## config.mk

```make
export PLATFORM = sky130hd
export DESIGN_NAME = rv_regfile
export DESIGN_NICKNAME = d
export VERILOG_FILES = /design/src/common/rv_core_pkg.sv /design/src/rtl/rv_regfile.sv
export SDC_FILE = /design/constraint.sdc
export NUM_CORES = 2
export LEC_CHECK = 0
export BUFFER_PORTS_ARGS = -buffer_cell sky130_fd_sc_hd__buf_2
export CORE_ASPECT_RATIO = 0.6
export CORE_MARGIN = 2
export CORE_UTILIZATION = 40
export CTS_BUF_LIST = sky130_fd_sc_hd__clkbuf_4
export CTS_CLUSTER_SIZE = 24
export DETAILED_ROUTE_END_ITERATION = 8
export PLACE_DENSITY = 0.54
export SETUP_SLACK_MARGIN = 0.4
export SKIP_LAST_GASP = 1
export SLEW_MARGIN = 0
export SYNTH_ARGS = -nofsm -noshare
export SYNTH_HDL_FRONTEND = slang
export SYNTH_SLANG_ARGS = --single-unit
```

## constraint.sdc

```tcl
create_clock -name clk_1hz -period 6.45 [get_ports clk_1hz]
set_input_delay 1.29 -clock clk_1hz [delete_from_list [all_inputs] [get_ports clk_1hz]]
set_output_delay 1.29 -clock clk_1hz [all_outputs]
set_load 0.05 [all_outputs]
```

## src/common/rv_core_pkg.sv

```systemverilog
// shared widths, opcodes, csr addresses and the instruction word views for the rv64 core
package rv_core_pkg;

    localparam int xlen = 64;  // register and data width
    localparam int ilen = 32;  // instruction width

    typedef logic [xlen-1:0] xword_t;
    typedef logic [4:0]      reg_idx_t;
    typedef logic [11:0]     csr_addr_t;

    // major opcodes, kept subset only
    localparam logic [6:0] op_lui    = 7'b0110111;
    localparam logic [6:0] op_auipc  = 7'b0010111;
    localparam logic [6:0] op_imm    = 7'b0010011;
    localparam logic [6:0] op_reg    = 7'b0110011;
    localparam logic [6:0] op_load   = 7'b0000011;
    localparam logic [6:0] op_store  = 7'b0100011;
    localparam logic [6:0] op_jal    = 7'b1101111;
    localparam logic [6:0] op_jalr   = 7'b1100111;
    localparam logic [6:0] op_branch = 7'b1100011;
    localparam logic [6:0] op_system = 7'b1110011;

    localparam logic [2:0] f3_add   = 3'b000;  // add, sub, addi
    localparam logic [2:0] f3_slt   = 3'b010;
    localparam logic [2:0] f3_xor   = 3'b100;
    localparam logic [2:0] f3_or    = 3'b110;
    localparam logic [2:0] f3_and   = 3'b111;
    localparam logic [2:0] f3_beq   = 3'b000;
    localparam logic [2:0] f3_bne   = 3'b001;
    localparam logic [2:0] f3_blt   = 3'b100;
    localparam logic [2:0] f3_bge   = 3'b101;
    localparam logic [2:0] f3_ld    = 3'b011;  // doubleword, ld and sd
    localparam logic [2:0] f3_csrrw = 3'b001;
    localparam logic [2:0] f3_csrrs = 3'b010;
    localparam logic [2:0] f3_csrrc = 3'b011;
    localparam logic [2:0] f3_priv  = 3'b000;  // ecall, mret

    localparam logic [11:0] f12_ecall = 12'h000;
    localparam logic [11:0] f12_mret  = 12'h302;

    localparam csr_addr_t csr_mstatus  = 12'h300;
    localparam csr_addr_t csr_mtvec    = 12'h305;
    localparam csr_addr_t csr_mscratch = 12'h340;
    localparam csr_addr_t csr_mepc     = 12'h341;
    localparam csr_addr_t csr_mcause   = 12'h342;
    localparam csr_addr_t csr_mhartid  = 12'hF14;  // read only

    localparam int mstatus_mie  = 3;
    localparam int mstatus_mpie = 7;
    localparam int mstatus_mpp  = 11;  // two bits, 12:11

    localparam xword_t cause_ecall_m = 64'd11;  // ecall from machine mode

    // one instruction word seen through the formats it is decoded in
    typedef struct packed {
        logic [6:0] funct7;
        logic [4:0] rs2;
        logic [4:0] rs1;
        logic [2:0] funct3;
        logic [4:0] rd;
        logic [6:0] opcode;
    } r_view_t;

    typedef struct packed {
        logic [11:0] imm12;  // also csr address and funct12
        logic [4:0]  rs1;
        logic [2:0]  funct3;
        logic [4:0]  rd;
        logic [6:0]  opcode;
    } i_view_t;

    typedef struct packed {
        logic [6:0] imm_hi;
        logic [4:0] rs2;
        logic [4:0] rs1;
        logic [2:0] funct3;
        logic [4:0] imm_lo;
        logic [6:0] opcode;
    } s_view_t;

    typedef struct packed {
        logic [19:0] imm20;
        logic [4:0]  rd;
        logic [6:0]  opcode;
    } u_view_t;

    typedef union packed {
        r_view_t r;
        i_view_t i;
        s_view_t s;
        u_view_t u;
    } rv_instr_u;

    localparam rv_instr_u nop_instr = 32'h0000_0013;  // addi x0,x0,0

endpackage

```

## src/rtl/rv_regfile.sv

```systemverilog
// integer register file, two combinational reads and one write at the clock edge
module rv_regfile (
    input  logic                   clk_1hz,
    input  logic                   reset_n,
    input  rv_core_pkg::reg_idx_t  rs1_addr,
    input  rv_core_pkg::reg_idx_t  rs2_addr,
    output rv_core_pkg::xword_t    rs1_data,
    output rv_core_pkg::xword_t    rs2_data,
    input  logic                   rd_we,
    input  rv_core_pkg::reg_idx_t  rd_addr,
    input  rv_core_pkg::xword_t    rd_data
);

    rv_core_pkg::xword_t regs [32];

    always_ff @(posedge clk_1hz or negedge reset_n) begin
        if (!reset_n) begin
            for (int i = 0; i < 32; i++) begin
                regs[i] <= '0;
            end
        end else if (rd_we && rd_addr != 5'd0) begin  // x0 never written
            regs[rd_addr] <= rd_data;
        end
    end

    // x0 stays zero since it is cleared on reset and never written
    assign rs1_data = regs[rs1_addr];
    assign rs2_data = regs[rs2_addr];

endmodule
```

==> results by group <==
Pwr
  • Clock share of power: between 30% and 40%
  • Switching power: ~11000 uW
  • Pwr per Cell Area: between 300 and 400 mW/mm2
  • Comb pwr share: around 23%
  • Sw Share: ~30%
  • Internal power: between 20000 and 30000 uW
  • Flop pwr share: a little under half
  • Lkg Pwr: around 0.052 uW
  • Worst ir drop on vdd: between 0.15 and 0.2 mV

Min path
  • Worst hold path type: register to register

GRT
  • Largest net degree at the start of global routing: between 150 and 200
  • GRT overflow: 0
  • Initial antenna violation count: 52
  • Total GRT Usage: between 20% and 30%
  • Vias in the first global route: just under 70000
  • First-pass GRT wire length: 527 mm

Logic synthesis
  • Mean Syn Cell Area: between 15 and 20 um2
  • Synth top cells by count: 2151 x mux2_2, 2048 x dfrtp_1, 1145 x mux4_2
  • Synth Flop Type: dfrtp_1
  • Synth area leader: dfrtp_1
  • Number of synthesized flops with an enable pin: 0
  • Syn nets: between 6000 and 7000
  • Yosys warns: 0
  • Synth top area share: a little under half
  • Largest cells by area after synthesis: dfrtp_1 48%, mux4_2 24%, mux2_2 22%, clkbuf_1 1.7%, mux2i_1 1.3%
  • Fraction of registers with async set/reset: 100%
  • Sequential share of the synthesized area: between 40% and 50%
  • Mapped Cells: 6512
  • Flops & latches, synth: 2048
  • Synth cell types: 30
  • Syn Std Cell Area: around 0.11 mm2
  • Top-count cell post-synth: mux2_2

Clock tree
  • Clock transition at path regs: 60 ps
  • CTS tree: yes
  • Worst skew pair latency: between 1000 and 1500 ps
  • TritonCTS Buffers: 535
  • Post-CTS Repair Setup Buffers: 0
  • CTS root buf: clkbuf_4
  • Post-CTS sizing: 0
  • Post-CTS Hold Fix Bufs: 1
  • Clk buf depth: 4
  • Htree depth: 6
  • CTS sink cnt: about 2000

Route
  • DR WL/cell: around 34 um
  • DRT iter0 DRCs: roughly 6100
  • Vias per cell: between 6 and 7
  • Final wirelength: 366 mm
  • First-pass DRT Iterations: 7
  • DRC Markers: 0
  • Antenna viol nets, final: 0
  • DR vias: approximately 66000

STA
  • WHS: ~390 ps
  • Final Slew Violations: 0
  • Slew HR: a little under a fifth
  • Max Clk Rate: roughly 0.18 GHz
  • Final hold vios: 0
  • Fin Clk Skew: 0 ps
  • Finish-stage setup viols: 0
  • Unrepaired setup endpoints after global routing: no
  • Worst-Margin Slew: 1230 ps
  • TNS Setup: 0 ps
  • Minimum clock period: 5430 ps
  • Fin crit share: a little over four fifths

Floorplanning
  • Core area: 0.268 mm2
  • Die width: about 670 um
  • Die Area: between 0.2 and 0.3 mm2
  • Die Y-Extent: 406 um
  • Num rows: 147
  • Starting Density: between 40% and 50%
  • I/O pin cnt: 210

Job
  • Max cap viols: 0

Worst setup path
  • CP max FO: 48
  • Worst Path Arrival: around 4100 ps
  • Kind of critical path: input pin to output port
  • Startpoint Class: input pin
  • Critical Path End Type: output port
  • Worst EP required: roughly 5200 ps

Final layout
  • Largest register FFs: a little over 2000
  • Layout area overhead: 10.9%
  • Top Registers: regs: 2048 flops
  • Non-filler cells, final: about 11000
  • Util after Layout: 44.7%
  • # nets final: 6803
  • Largest Register: regs
  • Layout cells sized above 1: between 60% and 70%

Placement
  • Final Wtd Congestion: about 0.78
  • Placed Cells: 9759
  • IO Port Bufs: around 210
  • DP HPWL: 204 mm

Outcome
  • Outcome: finished clean
==> cell usage in the layout, fill, tap and decap left out, types with 4 or more instances in the layout <==
cell / netlist / layout
clkinv_2: 0 / 9
a211o_1: 9 / 9
o22ai_1: 60 / 60
buf_2: 218 / 198
bufinv_16: 0 / 9
buf_12: 0 / 79
mux2_2: 2151 / 2151
buf_8: 0 / 7
a22o_1: 9 / 9
mux4_2: 1145 / 1145
a221o_1: 26 / 26
buf_4: 27 / 157
mux2i_1: 144 / 144
diode_2: 0 / 7
a221oi_1: 34 / 34
inv_2: 0 / 21
nor3_4: 0 / 4
nor2b_1: 20 / 16
clkinv_1: 0 / 57
dfrtp_1: 2048 / 2048
nand2_1: 20 / 9
nor2_1: 27 / 11
clkbuf_4: 0 / 772
nor2_4: 0 / 15
nand2_4: 0 / 10
a21oi_1: 9 / 9
and3_1: 6 / 4
==> worst max-delay path, stage by stage <==
cell and delay (ps):
buf_8 410, buf_4 640, mux2i_1 320, a221oi_1 820, buf_2 400
==> power by group through the flow <==
stage / combinational (uW) / sequential, uW / clock [uW]
after floorplan: 6680 / 16600 / 0
after global placement: 8550 / 17200 / 0
after detailed placement: 8690 / 17300 / 0
after CTS: 8720 / 17000 / 11800
after global routing: 9170 / 17400 / 12500
final: 8640 / 17100 / 11500
==> layout make-up <==
class,instances,area [um2]
inverter,1,6.26
timing repair buffer,445,3900
antenna,7,17.5
multi-input combinational,3690,53400
sequential,2048,51200
fill,23700,148000
clock inverter,96,608
clock buffer,772,5800
tap,3576,4470
==> metrics by stage <==
stage | setup WS (ps) | total power [uW] | area, um2
finish | 1020 | 37200 | 119000
global route | 909 | 39100 | 119000
CTS | 833 | 37500 | 119000
detailed placement | 860 | 26000 | 113000
global placement | 829 | 25700 | 113000
floorplan | 1310 | 23300 | 108000
==> final timing paths <==
path                                   from     endpoint  slack (ps)  cells past startpoint
worst max-delay path            rs1_addr[1]  rs1_data[5]        1020                      5
worst min-delay path             regs[2021]   regs[2021]         390                      0
worst max register to register    regs[473]    regs[473]        5630                      1
worst min register to register   regs[2021]   regs[2021]         390                      0
max in group asynchronous           reset_n    regs[223]        4100                      3
min in group asynchronous           reset_n   regs[1720]         640                      2
==> layer usage <==
metal	track usage (%)	vias to the layer above	share of wire, %
met5	0	-	0.062
met4	7.06	34	2.5
met3	5.84	616	7.0
met2	40.2	2634	45
met1	39.6	36900	46
li1	-	26200	-
==> kinds of logic (layout without fill, tap and decap cells) <==
group / after synthesis / in the layout / share of synthesized area, %
multiplexers: 3440 / 3440 / 47.8
flip-flops: 2048 / 2048 / 47.6
other: 0 / 7 / 0
AND/OR/NAND/NOR: 94 / 94 / 0.445
AO/OA/AOI/OAI: 156 / 156 / 1.12
buffers and inverters: 774 / 1314 / 3.08
Power figures use the tool's default switching activity.
