--- config.mk ---
export PLATFORM = sky130hd
export DESIGN_NAME = rv_fetch
export DESIGN_NICKNAME = d
export VERILOG_FILES = /design/src/common/rv_core_pkg.sv /design/src/rtl/rv_fetch.sv
export SDC_FILE = /design/constraint.sdc
export NUM_CORES = 1
export LEC_CHECK = 0
export ABC_AREA = 0
export BUFFER_PORTS_ARGS = -buffer_cell sky130_fd_sc_hd__buf_2
export CORE_MARGIN = 2
export CORE_UTILIZATION = 31
export DETAILED_ROUTE_END_ITERATION = 10
export PLACE_DENSITY = 0.57
export SLEW_MARGIN = 20
export SYNTH_ARGS = -nofsm -noshare
export SYNTH_HDL_FRONTEND = slang
export SYNTH_SLANG_ARGS = --single-unit
--- constraint.sdc ---
create_clock -name clk_1hz -period 3.15 [get_ports clk_1hz]
set_input_delay 0.4725 -clock clk_1hz [delete_from_list [all_inputs] [get_ports clk_1hz]]
set_output_delay 0.4725 -clock clk_1hz [all_outputs]
set_load 0.03 [all_outputs]
--- src/common/rv_core_pkg.sv ---
// shared widths, opcodes, csr addresses and the instruction word views for the rv64 core
package rv_core_pkg;

    localparam int xlen = 64;  // register and data width
    localparam int ilen = 32;  // instruction width

    typedef logic [xlen-1:0] xword_t;
    typedef logic [4:0]      reg_idx_t;
    typedef logic [11:0]     csr_addr_t;

    // major opcodes, kept subset only
    localparam logic [6:0] op_lui    = 7'b0110111;
    localparam logic [6:0] op_auipc  = 7'b0010111;
    localparam logic [6:0] op_imm    = 7'b0010011;
    localparam logic [6:0] op_reg    = 7'b0110011;
    localparam logic [6:0] op_load   = 7'b0000011;
    localparam logic [6:0] op_store  = 7'b0100011;
    localparam logic [6:0] op_jal    = 7'b1101111;
    localparam logic [6:0] op_jalr   = 7'b1100111;
    localparam logic [6:0] op_branch = 7'b1100011;
    localparam logic [6:0] op_system = 7'b1110011;

    localparam logic [2:0] f3_add   = 3'b000;  // add, sub, addi
    localparam logic [2:0] f3_slt   = 3'b010;
    localparam logic [2:0] f3_xor   = 3'b100;
    localparam logic [2:0] f3_or    = 3'b110;
    localparam logic [2:0] f3_and   = 3'b111;
    localparam logic [2:0] f3_beq   = 3'b000;
    localparam logic [2:0] f3_bne   = 3'b001;
    localparam logic [2:0] f3_blt   = 3'b100;
    localparam logic [2:0] f3_bge   = 3'b101;
    localparam logic [2:0] f3_ld    = 3'b011;  // doubleword, ld and sd
    localparam logic [2:0] f3_csrrw = 3'b001;
    localparam logic [2:0] f3_csrrs = 3'b010;
    localparam logic [2:0] f3_csrrc = 3'b011;
    localparam logic [2:0] f3_priv  = 3'b000;  // ecall, mret

    localparam logic [11:0] f12_ecall = 12'h000;
    localparam logic [11:0] f12_mret  = 12'h302;

    localparam csr_addr_t csr_mstatus  = 12'h300;
    localparam csr_addr_t csr_mtvec    = 12'h305;
    localparam csr_addr_t csr_mscratch = 12'h340;
    localparam csr_addr_t csr_mepc     = 12'h341;
    localparam csr_addr_t csr_mcause   = 12'h342;
    localparam csr_addr_t csr_mhartid  = 12'hF14;  // read only

    localparam int mstatus_mie  = 3;
    localparam int mstatus_mpie = 7;
    localparam int mstatus_mpp  = 11;  // two bits, 12:11

    localparam xword_t cause_ecall_m = 64'd11;  // ecall from machine mode

    // one instruction word seen through the formats it is decoded in
    typedef struct packed {
        logic [6:0] funct7;
        logic [4:0] rs2;
        logic [4:0] rs1;
        logic [2:0] funct3;
        logic [4:0] rd;
        logic [6:0] opcode;
    } r_view_t;

    typedef struct packed {
        logic [11:0] imm12;  // also csr address and funct12
        logic [4:0]  rs1;
        logic [2:0]  funct3;
        logic [4:0]  rd;
        logic [6:0]  opcode;
    } i_view_t;

    typedef struct packed {
        logic [6:0] imm_hi;
        logic [4:0] rs2;
        logic [4:0] rs1;
        logic [2:0] funct3;
        logic [4:0] imm_lo;
        logic [6:0] opcode;
    } s_view_t;

    typedef struct packed {
        logic [19:0] imm20;
        logic [4:0]  rd;
        logic [6:0]  opcode;
    } u_view_t;

    typedef union packed {
        r_view_t r;
        i_view_t i;
        s_view_t s;
        u_view_t u;
    } rv_instr_u;

    localparam rv_instr_u nop_instr = 32'h0000_0013;  // addi x0,x0,0

endpackage

--- src/rtl/rv_fetch.sv ---
// fetch stage, holds pc and the instruction register and turns a flush into one bubble
module rv_fetch #(
    parameter rv_core_pkg::xword_t reset_pc = '0
) (
    input  logic                          clk_1hz,
    input  logic                          reset_n,
    input  logic                          flush,
    input  rv_core_pkg::xword_t           redirect_pc,
    output rv_core_pkg::xword_t           imem_addr,
    input  logic [rv_core_pkg::ilen-1:0]  imem_data,
    output rv_core_pkg::rv_instr_u        instr,
    output rv_core_pkg::xword_t           instr_pc,
    output logic                          instr_valid
);

    rv_core_pkg::xword_t pc;

    assign imem_addr = pc;  // memory answers in the same cycle

    always_ff @(posedge clk_1hz or negedge reset_n) begin
        if (!reset_n) begin
            pc          <= reset_pc;
            instr       <= rv_core_pkg::nop_instr;
            instr_pc    <= '0;
            instr_valid <= 1'b0;
        end else if (flush) begin
            // drop the word already fetched, restart at the target
            pc          <= redirect_pc;
            instr       <= rv_core_pkg::nop_instr;
            instr_pc    <= pc;
            instr_valid <= 1'b0;
        end else begin
            pc          <= pc + 64'd4;
            instr       <= imem_data;
            instr_pc    <= pc;  // pc of the word now in instr
            instr_valid <= 1'b1;
        end
    end

endmodule

==> results.md <==
* Minimum clock period at 2820 ps
* Post-route DRC violation count at 0
* Die ar. at 21,600 um^2
* Slowest-stage cell, CP: or4_2
* Crit-path cells: ha_1, nand3_1, or4_2, or3_1, or4_1, a31oi_1
* Fmax at 0.355 GHz
* Net Count, Synth at 666
* Post-layout util at 42.6%
* Vias per cell at 4.57
* Synth-to-layout area growth at 35.3%
* CP Buf/Inv Count at 0
* Max Cap Violations at 0
* Max rail drop VDD at 0.371 mV
* GPL Wtd Cong at 0.735
* Max Slew Vio Count at 0
* Sw Ratio at 31.0%
* Main synth FF type: dfrtp_1
* Initial antenna violation count at 2
* Unrepaired setup endpoints after global routing: no
* Yosys top cell by area: dfrtp_1
* Drt pass-1 iters at 5
* Critical Path Start: imem_addr[2]$_DFF_PN0_
* Initial DRC count at 239
* Vias in the first global route at 5,045
* First-pass GRT wire length at 27,900 um
* Crit-path max cell delay at 720 ps
* Final Power at 5.38 mW
* Ys Warns at 0
* Fill count at 1,970
* CTS Buf Count at 17
* Clock skew at 13.0 ps
* Worst Reg-to-Reg Cells at 6
* Seq pwr share at 44.6%
* GRT Total Usage at 16.8%
* Met2 Usage GRT at 27.9%
* Area share of the largest cell type after synthesis at 62.5%
* Die Wd at 147 um
* Pleak at 3.93 nW
* Ratio of cells with drive above 1 in the final layout at 38.1%
* GRT Max-Usage Layer: met2
* Worst-Margin Slew at 583 ps
* Final Hold Fails at 0
* Clock power share at 38.8%
* Async SR Flop Fraction at 100%
* Setup Crit Path Kind: flip-flop to flip-flop
* Clock slew at reported path FFs at 70 ps
* Routed WL per cell at 16.1 um
* Post-Route WL at 17,900 um
* # H-tree levels at 4
* Worst Setup End Kind: flip-flop
* Post_cts resized at 0
* Post-synth top cells: dfrtp_1, nand2_1, o21ai_0
* Number of flops mapped to enable cells by yosys at 0
* TritonCTS Sinks at 161
* Crit path max fanout at 12
* Worst r2r src: imem_addr[2]$_DFF_PN0_
* Crit share post-route at 89.5%
* Met1 usage at 21.1%
* CP delay by family, top: simple AND/OR/NAND/NOR gates
* Hold WS at 228 ps
* CTS tree: yes
* Skew-Pair Late Insertion Delay at 430 ps
* Global route total overflow at 0
* Combinational share of power at 16.6%
* Root Buffer: clkbuf_16
* Hold depth at 2
* Netlist cell types at 38
* Via count at 5,089
* Crit path depth at 6
* Setup ws final at 332 ps
* Core area at 20,100 um^2
* Routing usage on met3 at 5.31%
* Power Internal at 3.72 mW
* Slew HR at 61.2%
* Initial core utilization at 31.5%
* Status: completed
* PD cells at 629 nW/um^2
* Sequential area share after synthesis at 63.7%
* Hold_sp: imem_data[4]
* Worst endpoint required time at 3500 ps
* Synthesis-stage register bit count at 161
* FP Rows at 52
* Dpl hpwl at 13,300 um
* Syn avg cell area at 11.2 um^2
* Sw Pwr at 1.67 mW
* Synthesized instance count at 566
* Worst-case clock buffer depth at 2
* Post-CTS setup buffer count at 0
* Setup TNS at 0 ps
* Hold WC Path Type: primary input to flip-flop
* I/O pins at 260
* Post-DRT Antenna Nets at 0
* Pre-CTS WS at 322 ps
* Signal arrival time at the worst endpoint at 3170 ps
* Cell Area, Synth at 6330 um^2
* Ranking of synthesized cells by area: dfrtp_1, xnor2_1, o21ai_0
* Worst setup SP type: flip-flop
* Die H at 147 um
* Most common cell in the netlist: dfrtp_1
* Largest net degree at the start of global routing at 92
* Nets at 929
* IO Port Bufs at 259
* Endpoints failing setup at 0
cell type report:
| cell class | instances | area (um^2) | area share (%) |
|---|---|---|---|
| Antenna cell | 1 | 2.50 | 0.0292 |
| Clock buffer | 18 | 439 | 5.13 |
| Clock inverter | 14 | 154 | 1.80 |
| Inverter | 9 | 33.8 | 0.395 |
| Multi-Input combinational cell | 368 | 2140 | 25.0 |
| Sequential cell | 161 | 4030 | 47.1 |
| Tap cell | 270 | 338 | 3.95 |
| Timing Repair Buffer | 272 | 1420 | 16.6 |
power groups by stage:
stage / logic, mW / clock network [mW] / registers, mW
after floorplan: 0.179 / 0 / 2.78
after global placement: 0.907 / 0 / 2.43
after detailed placement: 0.906 / 0 / 2.44
after CTS: 0.910 / 2.14 / 2.40
after global routing: 0.963 / 2.23 / 2.43
final: 0.894 / 2.09 / 2.40
registers in the layout, indices dropped and copies added, names as in the netlist:
register / flops
imem_addr: 64
instr_valid: 1
instr_pc: 64
instr: 32
cells by family (layout without fill, tap and decap cells):
kind of cell    Yosys count  in the layout  synth area share [%]
other cells               0              1                     0
mux                       3              3                 0.534
buf+inv                  37            313                  2.41
flops                   161            161                  63.7
compound gates           79             79                  6.76
simple gates            242            242                  20.4
fa+ha+maj                 1              1                 0.198
xor+xnor                 43             43                  5.95
placed cells by master (no fill, tap or decap), types with 4 or more instances in the layout:
cell	n
or2_2	6
o21ai_0	57
nor2b_1	29
and3_1	9
or4_1	10
a31oi_1	16
or3_1	13
dfrtp_1	158
buf_4	12
and4_1	4
clkbuf_16	17
xor2_1	7
nand4_1	15
inv_1	8
nor3_1	14
nand2_1	69
nor4_1	17
buf_2	257
nand3_1	22
xnor2_1	36
o31ai_1	5
nor2_1	23
final timing paths:
kind / to / slack (ps)
setup reg to reg: imem_addr[62]$_DFF_PN0_ / 330
setup / recovery: imem_addr[62]$_DFF_PN0_ / 330
hold reg to reg: instr_pc[1]$_DFF_PN0_ / 390
hold / removal: instr[4]$_DFF_PN1_ / 230
max in group asynchronous: instr[1]$_DFF_PN1_ / 1810
min in group asynchronous: instr_pc[56]$_DFF_PN0_ / 520
through the flow:
step                area, um^2  cells
finish                    8560   1113
global route              8560   1112
CTS                       8560   1112
detailed placement        7950   1079
floorplan                 6330    566
global placement          7950   1079
routing by layer:
layer | vias up | share of wire [%]
met1 | 2404 | 43
met2 | 165 | 48
met5 | - | 0.061
met4 | 2 | 1.2
li1 | 2500 | -
met3 | 18 | 7.5
worst reg2reg max path, stage by stage, from the launching register on:
cell	delay, ps
dfrtp_1	420
ha_1	260
nand3_1	140
or4_2	720
or3_1	500
or4_1	540
a31oi_1	160
timing repair:
action | CTS | global route
endpoints found under the hold margin | 37 | 0
setup endpoints to repair | 0 | 0
hold buffers | 1 | 0
Power figures use the tool's default switching activity.
