**src/common/rv_core_pkg.sv**
```systemverilog
// shared widths, opcodes, csr addresses and the instruction word views for the rv64 core
package rv_core_pkg;

    localparam int xlen = 64;  // register and data width
    localparam int ilen = 32;  // instruction width

    typedef logic [xlen-1:0] xword_t;
    typedef logic [4:0]      reg_idx_t;
    typedef logic [11:0]     csr_addr_t;

    // major opcodes, kept subset only
    localparam logic [6:0] op_lui    = 7'b0110111;
    localparam logic [6:0] op_auipc  = 7'b0010111;
    localparam logic [6:0] op_imm    = 7'b0010011;
    localparam logic [6:0] op_reg    = 7'b0110011;
    localparam logic [6:0] op_load   = 7'b0000011;
    localparam logic [6:0] op_store  = 7'b0100011;
    localparam logic [6:0] op_jal    = 7'b1101111;
    localparam logic [6:0] op_jalr   = 7'b1100111;
    localparam logic [6:0] op_branch = 7'b1100011;
    localparam logic [6:0] op_system = 7'b1110011;

    localparam logic [2:0] f3_add   = 3'b000;  // add, sub, addi
    localparam logic [2:0] f3_slt   = 3'b010;
    localparam logic [2:0] f3_xor   = 3'b100;
    localparam logic [2:0] f3_or    = 3'b110;
    localparam logic [2:0] f3_and   = 3'b111;
    localparam logic [2:0] f3_beq   = 3'b000;
    localparam logic [2:0] f3_bne   = 3'b001;
    localparam logic [2:0] f3_blt   = 3'b100;
    localparam logic [2:0] f3_bge   = 3'b101;
    localparam logic [2:0] f3_ld    = 3'b011;  // doubleword, ld and sd
    localparam logic [2:0] f3_csrrw = 3'b001;
    localparam logic [2:0] f3_csrrs = 3'b010;
    localparam logic [2:0] f3_csrrc = 3'b011;
    localparam logic [2:0] f3_priv  = 3'b000;  // ecall, mret

    localparam logic [11:0] f12_ecall = 12'h000;
    localparam logic [11:0] f12_mret  = 12'h302;

    localparam csr_addr_t csr_mstatus  = 12'h300;
    localparam csr_addr_t csr_mtvec    = 12'h305;
    localparam csr_addr_t csr_mscratch = 12'h340;
    localparam csr_addr_t csr_mepc     = 12'h341;
    localparam csr_addr_t csr_mcause   = 12'h342;
    localparam csr_addr_t csr_mhartid  = 12'hF14;  // read only

    localparam int mstatus_mie  = 3;
    localparam int mstatus_mpie = 7;
    localparam int mstatus_mpp  = 11;  // two bits, 12:11

    localparam xword_t cause_ecall_m = 64'd11;  // ecall from machine mode

    // one instruction word seen through the formats it is decoded in
    typedef struct packed {
        logic [6:0] funct7;
        logic [4:0] rs2;
        logic [4:0] rs1;
        logic [2:0] funct3;
        logic [4:0] rd;
        logic [6:0] opcode;
    } r_view_t;

    typedef struct packed {
        logic [11:0] imm12;  // also csr address and funct12
        logic [4:0]  rs1;
        logic [2:0]  funct3;
        logic [4:0]  rd;
        logic [6:0]  opcode;
    } i_view_t;

    typedef struct packed {
        logic [6:0] imm_hi;
        logic [4:0] rs2;
        logic [4:0] rs1;
        logic [2:0] funct3;
        logic [4:0] imm_lo;
        logic [6:0] opcode;
    } s_view_t;

    typedef struct packed {
        logic [19:0] imm20;
        logic [4:0]  rd;
        logic [6:0]  opcode;
    } u_view_t;

    typedef union packed {
        r_view_t r;
        i_view_t i;
        s_view_t s;
        u_view_t u;
    } rv_instr_u;

    localparam rv_instr_u nop_instr = 32'h0000_0013;  // addi x0,x0,0

endpackage

```
**src/csr/rv_csr_trap.sv**
```systemverilog
// machine csr file with csr read-modify-write, ecall entry and mret return
module rv_csr_trap #(
    parameter rv_core_pkg::xword_t hart_id = '0
) (
    input  logic                    clk_1hz,
    input  logic                    reset_n,
    input  rv_core_pkg::rv_instr_u  instr,
    input  rv_core_pkg::xword_t     instr_pc,
    input  logic                    instr_valid,
    input  rv_core_pkg::xword_t     rs1_data,
    output logic                    csr_wb_en,
    output rv_core_pkg::xword_t     csr_wb_data,
    output logic                    trap_taken,
    output rv_core_pkg::xword_t     trap_target
);

    logic                mie, mpie;
    logic [1:0]          mpp;
    rv_core_pkg::xword_t mtvec, mepc, mcause, mscratch;
    rv_core_pkg::xword_t mstatus_rd, csr_rdata, csr_wdata;
    logic                is_sys, is_csr, csr_we, is_ecall, is_mret;

    assign is_sys   = instr_valid && instr.i.opcode == rv_core_pkg::op_system;
    assign is_csr   = is_sys && (instr.i.funct3 == rv_core_pkg::f3_csrrw
                              || instr.i.funct3 == rv_core_pkg::f3_csrrs
                              || instr.i.funct3 == rv_core_pkg::f3_csrrc);
    assign is_ecall = is_sys && instr.i.funct3 == rv_core_pkg::f3_priv
                             && instr.i.imm12 == rv_core_pkg::f12_ecall;
    assign is_mret  = is_sys && instr.i.funct3 == rv_core_pkg::f3_priv
                             && instr.i.imm12 == rv_core_pkg::f12_mret;

    // set/clear with rs1 = x0 only reads
    assign csr_we = is_csr && (instr.i.funct3 == rv_core_pkg::f3_csrrw || instr.i.rs1 != 5'd0);

    always_comb begin
        mstatus_rd = '0;
        mstatus_rd[rv_core_pkg::mstatus_mie]       = mie;
        mstatus_rd[rv_core_pkg::mstatus_mpie]      = mpie;
        mstatus_rd[rv_core_pkg::mstatus_mpp +: 2]  = mpp;
        case (instr.i.imm12)  // csr address field
            rv_core_pkg::csr_mstatus:  csr_rdata = mstatus_rd;
            rv_core_pkg::csr_mtvec:    csr_rdata = mtvec;
            rv_core_pkg::csr_mscratch: csr_rdata = mscratch;
            rv_core_pkg::csr_mepc:     csr_rdata = mepc;
            rv_core_pkg::csr_mcause:   csr_rdata = mcause;
            rv_core_pkg::csr_mhartid:  csr_rdata = hart_id;
            default:                   csr_rdata = '0;
        endcase
        case (instr.i.funct3)
            rv_core_pkg::f3_csrrs: csr_wdata = csr_rdata | rs1_data;
            rv_core_pkg::f3_csrrc: csr_wdata = csr_rdata & ~rs1_data;
            default:               csr_wdata = rs1_data;  // csrrw
        endcase
    end

    assign csr_wb_en   = is_csr;
    assign csr_wb_data = csr_rdata;  // old value goes to rd
    assign trap_taken  = is_ecall || is_mret;
    assign trap_target = is_ecall ? {mtvec[63:2], 2'b00} : mepc;  // direct mode only

    always_ff @(posedge clk_1hz or negedge reset_n) begin
        if (!reset_n) begin
            mie      <= 1'b0;
            mpie     <= 1'b0;
            mpp      <= 2'b00;
            mtvec    <= '0;
            mepc     <= '0;
            mcause   <= '0;
            mscratch <= '0;
        end else if (is_ecall) begin
            mepc   <= instr_pc;
            mcause <= rv_core_pkg::cause_ecall_m;
            mpie   <= mie;
            mie    <= 1'b0;
            mpp    <= 2'b11;  // only machine mode exists
        end else if (is_mret) begin
            mie  <= mpie;
            mpie <= 1'b1;
            mpp  <= 2'b11;
        end else if (csr_we) begin
            case (instr.i.imm12)
                rv_core_pkg::csr_mstatus: begin
                    mie  <= csr_wdata[rv_core_pkg::mstatus_mie];
                    mpie <= csr_wdata[rv_core_pkg::mstatus_mpie];
                    mpp  <= csr_wdata[rv_core_pkg::mstatus_mpp +: 2];
                end
                rv_core_pkg::csr_mtvec:    mtvec    <= csr_wdata;
                rv_core_pkg::csr_mscratch: mscratch <= csr_wdata;
                rv_core_pkg::csr_mepc:     mepc     <= csr_wdata;
                rv_core_pkg::csr_mcause:   mcause   <= csr_wdata;
                default: ;  // mhartid and unknown addresses ignore writes
            endcase
        end
    end

endmodule

```
**config.mk**
```make
export PLATFORM = sky130hd
export DESIGN_NAME = rv_csr_trap
export DESIGN_NICKNAME = d
export VERILOG_FILES = /design/src/common/rv_core_pkg.sv /design/src/csr/rv_csr_trap.sv
export SDC_FILE = /design/constraint.sdc
export NUM_CORES = 1
export LEC_CHECK = 0
export CAP_MARGIN = 20
export CELL_PAD_IN_SITES_DETAIL_PLACEMENT = 1
export CELL_PAD_IN_SITES_GLOBAL_PLACEMENT = 1
export CORE_MARGIN = 2
export CORE_UTILIZATION = 40
export CTS_BUF_LIST = sky130_fd_sc_hd__clkbuf_4 sky130_fd_sc_hd__clkbuf_8
export CTS_CLUSTER_SIZE = 16
export DETAILED_ROUTE_END_ITERATION = 10
export DONT_BUFFER_PORTS = 1
export PLACE_DENSITY_LB_ADDON = 0.1
export SYNTH_ARGS = -nofsm -noshare
export SYNTH_HDL_FRONTEND = slang
export SYNTH_SLANG_ARGS = --single-unit
```
**constraint.sdc**
```tcl
create_clock -name clk_1hz -period 3.13 [get_ports clk_1hz]
set_input_delay 0.626 -clock clk_1hz [delete_from_list [all_inputs] [get_ports clk_1hz]]
set_output_delay 0.626 -clock clk_1hz [all_outputs]
set_load 0.05 [all_outputs]
```
==> metrics.txt <==
outcome finished with violations; failing checks negative hold slack; drt wl/cell 25.8 um; Core Util, Final 0.524; Netlist cell types 58; detailed-route DRC error count 0; crit path DAT 2370 ps; global routing's busiest layer met2; RSZ-0062 raised after global routing false; die height 191 um; crit share post-route 0.956; Port Buffers 0; peak supply drop 0.247 mV; CTS root buf clkbuf_8; die area 36300 sq um; min Tclk post-route 2990 ps; Max-Cap Viols 0; Core Area 34500 sq um; first-pass GRT wire length 85200 um; Final Skew 21.8 ps; Rel. slew slack 0.488; Lkg Pwr 0.00778 uW; met3 Usage GRT 0.0631; Final Hold Viols 260; initial DRC count 914; pin count of the biggest net entering global routing 261; Skew-Pair Late Insertion Delay 570 ps; Post-Place Worst Slack 17.2 ps; min-delay worst type in -> async; prevailing post-synth register cell dfrtp_1; mean number of vias per cell 6.36; I/O pin count 293; Post-synth EDFFs 0; worst endpoint required time 2500 ps; Final nets 1823; GRT overflow 0; antenna violations before repair 1; Clk pin slew, worst setup/hold paths 60 ps; Final setup viols 0; total track usage 0.303; GP Congestion 0.804; Layout area overhead 29.7%; syn nets 1753; Routed WL 55400 um; commonest non-fill, non-tap cells in the layout nand2_1 (323), dfrtp_1 (260), o21ai_1 (195), buf_12 (144), nor2_1 (72); Antenna Nets Post-Route 0; PwrDens 397 nW/um^2; setup bufs post-CTS 0; depth of the most critical reg-to-reg path 7; worst-path maximum fanout 29; Mapped Cells 1590; commonest non-fill, non-tap cell in the layout nand2_1; Max Slew Vio Count 0; Core Rows 68; H-Tree Depth 2; Initial Util 0.404; Worst Tran Pin Value 767 ps; max frequency 0.334 GHz; die width 191 um; Setup CP Type in -> out; M1 GR Usage 0.389; Synth async-reset ratio 1.00; setup TNS 0 ps; Yosys reg bits 260; Startpoint Class input port; DR vias 13.7k; Crit. End Element output pin; CTS buffer count 50; TritonRoute pass-1 iters 5; CTS tree built; Synth Area per Inst 8.76 sq um; met2 GRT Util 0.505; share of post-route cells with drive strength above 1 0.170; yosys warns 0; sequential share of the synthesized area 0.467; hpwl dp 32600 um; Cell Area, Synth 13900 sq um; total chip power 7180 uW; Fin Hold WS -238 ps; vias in the first global route 14.5k; final setup margin 139 ps; CTS Sinks 260; CTS Buffer Depth 3
## worst max-delay path: stages
cell and delay [ps]:
or4_1 590, nor3_2 240, and2_4 250, buf_12 220, nand2_1 80, nand2_1 170
buf_12 170
## sequential cells by signal (all words and copies together), names as in the netlist
signal	flops
mepc	64
mscratch	64
mpie	1
mie	1
mtvec	64
mpp	2
mcause	64
## final cells by class
class                           instances  area, sq um
Multi-Input combinational cell       1174         6830
Tap cell                              455          569
Antenna cell                            1         2.50
Clock inverter                          4         50.0
Timing Repair Buffer                  173         3100
Clock buffer                           79         1010
Inverter                                1         3.75
Sequential cell                       260         6510
Fill cell                            3806        16400
## cell families after synthesis
logic type	share of synthesized area
compound gates	0.319
simple gates	0.164
flops	0.467
buf+inv	0.0479
mux	0.00215
## through the flow
step	cells	area (sq um)
2_1_floorplan	1590	13900
3_3_place_gp	2063	17000
3_5_place_dp	2063	17000
4_1_cts	2146	18100
5_1_grt	2147	18100
6_report	2147	18100
## layer usage
metal  vias to the layer above  part of all wire
li1                       6082                 -
met1                      6941              0.42
met2                       509              0.48
met3                       121             0.075
met4                         0             0.028
met5                         -                 0
## cell usage after synthesis (all sizes together), types with 11 or more instances
cell | n | area [sq um]
a221oi | 60 | 526
nor3 | 11 | 65.1
buf | 68 | 337
o22ai | 58 | 363
nor2 | 74 | 280
o21ai | 197 | 986
nand2 | 328 | 1240
a221o | 60 | 601
a21oi | 66 | 330
a22oi | 68 | 510
clkbuf | 87 | 327
o2bb2ai | 61 | 534
nand3 | 65 | 325
a21o | 60 | 450
dfrtp | 260 | 6510
## power breakdown
part	leakage [uW]	internal [uW]	switching [uW]	total, uW
Combinational	0.00359	76.8	158	235
Clock	0.000553	2100	1490	3580
Sequential	0.00363	3360	0.0799	3360
Total	0.00778	5540	1640	7180
## repair_timing
item | CTS | global route
resized for setup | 0 | 2
endpoints found under the setup margin | 0 | 20
endpoints found under the hold margin | 260 | 260
## path summary, 6_finish.rpt
check,start,endpoint,slack (ps)
setup / recovery,instr[28],trap_target[24],140
hold / removal,reset_n,mpp[1],-240
setup reg to reg,mepc[7],mpie,1240
hold reg to reg,mscratch[3],mscratch[3],480
max in group asynchronous,reset_n,mtvec[39],2830
min in group clk_1hz,instr_pc[12],mepc[12],240
Note: power is estimated with default switching activity, not from simulation.
