## src/common/rv_core_pkg.sv

```systemverilog
// shared widths, opcodes, csr addresses and the instruction word views for the rv64 core
package rv_core_pkg;

    localparam int xlen = 64;  // register and data width
    localparam int ilen = 32;  // instruction width

    typedef logic [xlen-1:0] xword_t;
    typedef logic [4:0]      reg_idx_t;
    typedef logic [11:0]     csr_addr_t;

    // major opcodes, kept subset only
    localparam logic [6:0] op_lui    = 7'b0110111;
    localparam logic [6:0] op_auipc  = 7'b0010111;
    localparam logic [6:0] op_imm    = 7'b0010011;
    localparam logic [6:0] op_reg    = 7'b0110011;
    localparam logic [6:0] op_load   = 7'b0000011;
    localparam logic [6:0] op_store  = 7'b0100011;
    localparam logic [6:0] op_jal    = 7'b1101111;
    localparam logic [6:0] op_jalr   = 7'b1100111;
    localparam logic [6:0] op_branch = 7'b1100011;
    localparam logic [6:0] op_system = 7'b1110011;

    localparam logic [2:0] f3_add   = 3'b000;  // add, sub, addi
    localparam logic [2:0] f3_slt   = 3'b010;
    localparam logic [2:0] f3_xor   = 3'b100;
    localparam logic [2:0] f3_or    = 3'b110;
    localparam logic [2:0] f3_and   = 3'b111;
    localparam logic [2:0] f3_beq   = 3'b000;
    localparam logic [2:0] f3_bne   = 3'b001;
    localparam logic [2:0] f3_blt   = 3'b100;
    localparam logic [2:0] f3_bge   = 3'b101;
    localparam logic [2:0] f3_ld    = 3'b011;  // doubleword, ld and sd
    localparam logic [2:0] f3_csrrw = 3'b001;
    localparam logic [2:0] f3_csrrs = 3'b010;
    localparam logic [2:0] f3_csrrc = 3'b011;
    localparam logic [2:0] f3_priv  = 3'b000;  // ecall, mret

    localparam logic [11:0] f12_ecall = 12'h000;
    localparam logic [11:0] f12_mret  = 12'h302;

    localparam csr_addr_t csr_mstatus  = 12'h300;
    localparam csr_addr_t csr_mtvec    = 12'h305;
    localparam csr_addr_t csr_mscratch = 12'h340;
    localparam csr_addr_t csr_mepc     = 12'h341;
    localparam csr_addr_t csr_mcause   = 12'h342;
    localparam csr_addr_t csr_mhartid  = 12'hF14;  // read only

    localparam int mstatus_mie  = 3;
    localparam int mstatus_mpie = 7;
    localparam int mstatus_mpp  = 11;  // two bits, 12:11

    localparam xword_t cause_ecall_m = 64'd11;  // ecall from machine mode

    // one instruction word seen through the formats it is decoded in
    typedef struct packed {
        logic [6:0] funct7;
        logic [4:0] rs2;
        logic [4:0] rs1;
        logic [2:0] funct3;
        logic [4:0] rd;
        logic [6:0] opcode;
    } r_view_t;

    typedef struct packed {
        logic [11:0] imm12;  // also csr address and funct12
        logic [4:0]  rs1;
        logic [2:0]  funct3;
        logic [4:0]  rd;
        logic [6:0]  opcode;
    } i_view_t;

    typedef struct packed {
        logic [6:0] imm_hi;
        logic [4:0] rs2;
        logic [4:0] rs1;
        logic [2:0] funct3;
        logic [4:0] imm_lo;
        logic [6:0] opcode;
    } s_view_t;

    typedef struct packed {
        logic [19:0] imm20;
        logic [4:0]  rd;
        logic [6:0]  opcode;
    } u_view_t;

    typedef union packed {
        r_view_t r;
        i_view_t i;
        s_view_t s;
        u_view_t u;
    } rv_instr_u;

    localparam rv_instr_u nop_instr = 32'h0000_0013;  // addi x0,x0,0

endpackage

```

## src/rtl/rv_commit.sv

```systemverilog
// commit stage, merges both units into the register write and picks the pc redirect
module rv_commit (
    input  logic                   int_wb_en,
    input  rv_core_pkg::xword_t    int_wb_data,
    input  logic                   csr_wb_en,
    input  rv_core_pkg::xword_t    csr_wb_data,
    input  logic                   br_taken,
    input  rv_core_pkg::xword_t    br_target,
    input  logic                   trap_taken,
    input  rv_core_pkg::xword_t    trap_target,
    input  rv_core_pkg::reg_idx_t  rd_addr_in,
    output logic                   rd_we,
    output rv_core_pkg::reg_idx_t  rd_addr,
    output rv_core_pkg::xword_t    rd_data,
    output logic                   flush,
    output rv_core_pkg::xword_t    redirect_pc
);

    // the units decode disjoint opcodes, so at most one enable is set
    assign rd_we   = int_wb_en | csr_wb_en;
    assign rd_addr = rd_addr_in;
    assign rd_data = csr_wb_en ? csr_wb_data : int_wb_data;

    // trap or mret wins over a branch
    assign flush       = br_taken | trap_taken;
    assign redirect_pc = trap_taken ? trap_target : br_target;

endmodule

```

## config.mk

```make
export PLATFORM = sky130hd
export DESIGN_NAME = rv_commit
export DESIGN_NICKNAME = d
export VERILOG_FILES = /design/src/common/rv_core_pkg.sv /design/src/rtl/rv_commit.sv
export SDC_FILE = /design/constraint.sdc
export NUM_CORES = 1
export LEC_CHECK = 0
export BUFFER_PORTS_ARGS = -buffer_cell sky130_fd_sc_hd__buf_2
export CAP_MARGIN = 20
export CELL_PAD_IN_SITES_DETAIL_PLACEMENT = 1
export CELL_PAD_IN_SITES_GLOBAL_PLACEMENT = 1
export CORE_AREA = 2 2 154 156
export DETAILED_ROUTE_END_ITERATION = 6
export DIE_AREA = 0 0 156 158
export GPL_TIMING_DRIVEN = 1
export PLACE_DENSITY_LB_ADDON = 0.08
export SYNTH_ARGS = -nofsm -noshare
export SYNTH_HDL_FRONTEND = slang
export SYNTH_SLANG_ARGS = --single-unit
```

## constraint.sdc

```tcl
create_clock -name vclk -period 1.8
set_clock_uncertainty 0.05 [all_clocks]
set_input_delay 0.27 -clock vclk [all_inputs]
set_output_delay 0.27 -clock vclk [all_outputs]
set_load 0.01 [all_outputs]
```

==> out/results.md, run 1 <==
| Item | Reported | Unit |
| --- | --- | --- |
| Post_cts resized | 0 | - |
| Delay of the slowest cell on the worst path | 340 | ps |
| Total iterations of the first detailed-routing run | 4 | - |
| Highest attainable clock frequency | 639 | MHz |
| Period utilisation layout | 0.869 | - |
| Layout Cells excl Fill | 818 | - |
| Flop pwr share | 0 | - |
| Final worst-path setup slack | 235 | ps |
| Leading cell type in the layout, fill and taps excluded | buf_2 | - |
| Termination of the worst setup path | rd_data[2] | - |
| IR drop worst, VDD | 0.0916 | mV |
| Number of antenna violations at the first check in global routing | 1 | - |
| Die area | 24600 | sq um |
| RSZ-0062 raised after global routing | no | - |
| Horiz. Die Dim | 156 | um |
| Power density over the cells | 260 | nW/um^2 |
| TNS Setup | 0 | ps |
| Initial core utilization | 0.0870 | - |
| WL/cell | 15.2 | um |
| Launching instance or port of the critical path | csr_wb_en | - |
| Distinct cell type count of the synthesized netlist | 6 | - |
| Number of warnings reported in the yosys synthesis log | 0 | - |
| Largest net degree at the start of global routing | 24 | - |
| Dominant cell type by count on the critical path | buf_4 | - |
| Design internal power | 0.675 | mW |
| Sum of overflow across all layers after global routing | 0 | - |
| Max Slew Vio Count | 0 | - |
| Netlist area before placement | 2000 | sq um |
| Fraction of layout cells with a size suffix above 1 | 0.996 | - |
| Hold violation count in the final report | 0 | - |
| Placed Cells | 818 | - |
| Worst-case headroom to the max-slew limit | 0.837 | - |
| Status | finished clean | - |
| Core ar. | 23100 | sq um |
| Commonest cells after routing, fill and taps aside | buf_2, mux2_4, mux2_2 | - |
| Number of buffers inserted by post-CTS setup repair | 0 | - |
| Startpoint kind of the worst setup timing path | primary input | - |
| Number of I/O port buffers | 390 | - |
| Vias per Instance | 3.41 | - |
| Via count of the first global-routing pass | 2926 | - |
| Static leakage | 2.52 | nW |
| Net Sw Frac | 0.392 | - |
| Slowest-stage cell, CP | mux2_2 | - |
| RePlAce Congestion | 0.694 | - |
| Hold Crit Class | in -> out | - |
| Num rows | 56 | - |
| Number of nets still failing antenna checks after routing | 0 | - |
| Worst slack at placement | 215 | ps |
| Starting DRT DRC Count | 44 | - |
| Worst Path Max Fanout | 14 | - |
| Data required time at the worst endpoint | 1480 | ps |
| Critical-path cell list | buf_4, buf_4, mux2_2, buf_2 | - |
| Worst Tran Pin Value | 244 | ps |
| Time the final worst path needs with I/O delays and setup | 1560 | ps |
| Detail Placement HPWL | 11700 | um |
| Count of flip-flops and latches | 0 | - |
| Final core utilization | 0.185 | - |
| Arrival time of the worst setup path | 1240 | ps |
| Number of diodes added for antenna fixing | 0 | - |
| Part of the Yosys area used for sequential elements | 0 | - |
| Combinational group share of total power | 1.000 | - |
| Crit path kind | in -> out | - |
| Number of clock buffers in the layout | 0 | - |
| Wire length of the first global-routing pass | 16300 | um |
| I/O Pins | 400 | - |
| Mean instance size in the synthesized netlist | 13.5 | sq um |
| Number of nets in the finished design | 795 | - |
| Leading cell types by total area after synthesis | mux2_4, mux2_2, buf_6 | - |
| Number of setup violations in the final report | 0 | - |
| Vias after detailed routing | 2789 | - |
| Area growth syn-to-layout | 113 | % |
| Register area | 0 | sq um |
| Global Route Usage Sum | 0.0849 | - |
| Max-capacitance violation count | 0 | - |
| Syn Inst Count | 149 | - |
| Clock share of power | 0 | - |
| Wire length reported by the detailed router | 12400 | um |
| Net count of the mapped netlist | 414 | - |
| Net switching power | 0.436 | mW |
| DRC violations left | 0 | - |
| Cell accounting for the most synthesized area | mux2_4 | - |
| Vert. Die Dim | 158 | um |
| Type of destination of the critical path | primary output | - |
| Area share of the largest cell type after synthesis | 0.734 | - |
| Number of buffers added to fix hold violations after cts | 0 | - |
-- area by class of cell --
cell class                      count  area, sq um
Fill cell                        2817        18800
Timing Repair Buffer              398         2080
Multi-Input combinational cell    130         1820
Tap cell                          290          363
-- worst max-delay path, delay by kind of cell --
kind                   cells  cell delay (ps)
buffers and inverters      3              630
multiplexers               1              340
-- cells by family after synthesis --
kind of cell / synth area share
buffers and inverters: 0.0911
muxes: 0.903
and+or+nand+nor: 0.00624
-- stage by stage --
step	power (mW)	area [sq um]	hold WS, ps
floorplan	0.589	2000	582
global placement	1.13	4260	490
detailed placement	1.13	4260	490
CTS	1.14	4260	490
global route	1.20	4260	490
finish	1.11	4260	490
-- worst min path at each step --
stage	slack [ps]	to	depth (start not counted)	from
final	490	rd_addr[2]	0	rd_addr_in[2]
after global routing	490	rd_addr[1]	0	rd_addr_in[1]
after CTS	490	rd_addr[2]	0	rd_addr_in[2]
after detailed placement	490	rd_addr[2]	0	rd_addr_in[2]
after global placement	490	rd_addr[2]	0	rd_addr_in[2]
after floorplan	580	rd_addr[0]	1	rd_addr_in[0]
-- Yosys cell counts (all sizes together) --
cell,instances
buf,19
or2,2
mux2,128
-- metal layers --
metal,global-route usage,wire [um]
met5,0,13
met4,0.00349,53
met3,0.0181,1200
met2,0.194,7310
met1,0.0770,3860
-- power groups by stage --
stage | clock network (mW) | logic, mW | registers [mW]
2_1_floorplan | 0 | 0.589 | 0
3_3_place_gp | 0 | 1.13 | 0
3_5_place_dp | 0 | 1.13 | 0
4_1_cts | 0 | 1.14 | 0
5_1_grt | 0 | 1.20 | 0
6_report | 0 | 1.11 | 0
(Power assumes the default switching activity.)
==> run 2: changes to the inputs <==
- CORE_AREA: 2 2 154 156 -> 2 2 155 157
- DIE_AREA: 0 0 156 158 -> 0 0 157 159
- clock period: 1.8 -> 1.3 ns (I/O delays scaled with it)
==> run 2 against run 1 <==
Against the previous run: hold slack worse by 150 ps; combinational power up 40%; final cell count up 3.8%; sequential share of layout area unchanged; first-iteration DRC count up 16%; wire length up 1.8%; non-clock buffer count up 2.
==> out/results.md, run 2 (same netlist as run 1, synthesis figures left out) <==
| Item | Reported | Unit | Change |
| --- | --- | --- | --- |
| Hold violation count in the final report | 0 | - | unchanged |
| Net switching power | 0.609 | mW | was 0.436 mW |
| TNS Setup | 0 | ps | unchanged |
| Number of diodes added for antenna fixing | 0 | - | unchanged |
| Worst Tran Pin Value | 184 | ps | was 244 ps |
| Arrival time of the worst setup path | 1000 | ps | was 1240 ps |
| Area growth syn-to-layout | 116 | % | was 113% |
| Slowest-stage cell, CP | mux2_2 | - | unchanged |
| Vert. Die Dim | 159 | um | was 158 um |
| Via count of the first global-routing pass | 3087 | - | was 2926 |
| Number of clock buffers in the layout | 0 | - | unchanged |
| Horiz. Die Dim | 157 | um | was 156 um |
| Overall power | 1.55 | mW | was 1.11 mW |
| Net Sw Frac | 0.392 | - | about the same |
| Final worst-path setup slack | 51.4 | ps | was 235 ps |
| Number of setup violations in the final report | 0 | - | unchanged |
| Final Cell Area | 4330 | sq um | was 4260 sq um |
| RSZ-0062 raised after global routing | no | - | unchanged |
| Startpoint kind of the worst setup timing path | primary input | - | unchanged |
| Time the final worst path needs with I/O delays and setup | 1250 | ps |  |
| Core ar. | 23200 | sq um | was 23100 sq um |
| Detail Placement HPWL | 12000 | um | was 11700 um |
| Commonest cells after routing, fill and taps aside | buf_2, mux2_4, mux2_2 | - | unchanged |
| Area taken by multi-input logic gates | 1830 | sq um | was 1820 sq um |
| IR drop worst, VDD | 0.114 | mV | was 0.0916 mV |
| Data required time at the worst endpoint | 1050 | ps | was 1480 ps |
| Power density over the cells | 359 | nW/um^2 | was 260 nW/um^2 |
| Crit path kind | in -> out | - | unchanged |
| Number of nets in the finished design | 797 | - | was 795 |
| Delay of the slowest cell on the worst path | 350 | ps | was 340 ps |
| Static leakage | 2.54 | nW | was 2.52 nW |
| RePlAce Congestion | 0.784 | - | was 0.694 |
| Launching instance or port of the critical path | trap_taken | - | was csr_wb_en |
| Hold Crit Class | in -> out | - | unchanged |
| Global Route Usage Sum | 0.0901 | - | was 0.0849 |
| Vias per Instance | 3.29 | - | was 3.41 |
| Worst Path Max Fanout | 18 | - | was 14 |
| Design internal power | 0.943 | mW | was 0.675 mW |
| Number of antenna violations at the first check in global routing | 0 | - | was 1 |
| Vias after detailed routing | 2795 | - | was 2789 |
| Max Slew Vio Count | 0 | - | unchanged |
| Initial core utilization | 0.0864 | - | was 0.0870 |
| Fraction of layout cells with a size suffix above 1 | 0.996 | - | about the same |
| Max-capacitance violation count | 0 | - | unchanged |
| Total iterations of the first detailed-routing run | 4 | - | unchanged |
| Leading cell type in the layout, fill and taps excluded | buf_2 | - | unchanged |
| Final core utilization | 0.187 | - | was 0.185 |
| Register area | 0 | sq um | unchanged |
| Termination of the worst setup path | redirect_pc[63] | - | was rd_data[2] |
| Die area | 25000 | sq um | was 24600 sq um |
| Wire length reported by the detailed router | 12700 | um | was 12400 um |
| Clock share of power | 0 | - | about the same |
| Number of nets still failing antenna checks after routing | 0 | - | unchanged |
| I/O Pins | 400 | - | unchanged |
| Period utilisation layout | 0.960 | - |  |
| Starting DRT DRC Count | 51 | - | was 44 |
| DRC violations left | 0 | - | unchanged |
| Largest net degree at the start of global routing | 25 | - | was 24 |
| Sum of overflow across all layers after global routing | 0 | - | unchanged |
| Worst-case headroom to the max-slew limit | 0.877 | - | was 0.837 |
| Critical-path cell list | buf_6, buf_12, mux2_2, buf_2 | - | was buf_4, buf_4, mux2_2, buf_2 |
| Post-detailed-placement cell area | 4320 | sq um | was 4260 sq um |
| Num rows | 56 | - | unchanged |
| Wire length of the first global-routing pass | 17600 | um | was 16300 um |
| Flop pwr share | 0 | - | about the same |
| Type of destination of the critical path | primary output | - | unchanged |
| Fill cell total of the finished layout | 2822 | - | was 2817 |
| Worst slack at placement | -6.39 | ps | was 215 ps |
| WL/cell | 14.9 | um | was 15.2 um |
| Number of I/O port buffers | 390 | - | unchanged |
| Combinational group share of total power | 1.000 | - | about the same |
| Status | finished clean | - | unchanged |
| Highest attainable clock frequency | 801 | MHz |  |
| Count of flip-flops and latches | 0 | - | unchanged |
[run 2: changes by cell type in the layout (fill, tap and decap cells not counted), sizes merged]
cell / before / now
buf: 398 / 400
[run 2: final cells by class]
cell class	instances	share of cell area
tap	319	0.0922
timing repair buffer	400	0.486
multi-input combinational	130	0.422
[run 2: routing by layer]
layer | wire, um | track usage | vias up | share of wire
met5 | 0 | 0 | - | 0
li1 | - | - | 1318 | -
met4 | 0 | 0.000417 | 0 | 0
met1 | 3830 | 0.0765 | 1287 | 0.30
met3 | 1160 | 0.0212 | 0 | 0.092
met2 | 7660 | 0.209 | 190 | 0.61
[run 2: how the worst min path moves through the flow]
stage	start	to	slack (ps)	cells after the start
after floorplan	rd_addr_in[0]	rd_addr[0]	430	1
after detailed placement	rd_addr_in[3]	rd_addr[3]	340	0
after global placement	rd_addr_in[3]	rd_addr[3]	340	0
final	rd_addr_in[2]	rd_addr[2]	340	0
after CTS	rd_addr_in[3]	rd_addr[3]	340	0
after global routing	rd_addr_in[2]	rd_addr[2]	340	0
[run 2: per-stage QoR]
stage | hold slack, ps | cells
floorplan | 432 | 149
global placement | 340 | 849
detailed placement | 340 | 849
CTS | 340 | 849
global route | 340 | 849
finish | 340 | 849
[run 2: worst max-delay path, delay by kind of cell]
| family | cells | cell delay [ps] |
|---|---|---|
| muxes | 1 | 350 |
| buffers and inverters | 3 | 450 |
[run 2: timing repair]
action,4_1_cts,5_1_grt
gates resized for setup,2,1
setup buffers,0,0
cloned,0,0
endpoints found under the setup margin,4,26
hold buffers,0,0
[run 2: power by group through the flow]
stage,clock [mW],sequential (mW),combinational [mW]
after floorplan,0,0,0.815
after CTS,0,0,1.59
after global routing,0,0,1.67
after global placement,0,0,1.58
final,0,0,1.55
after detailed placement,0,0,1.58
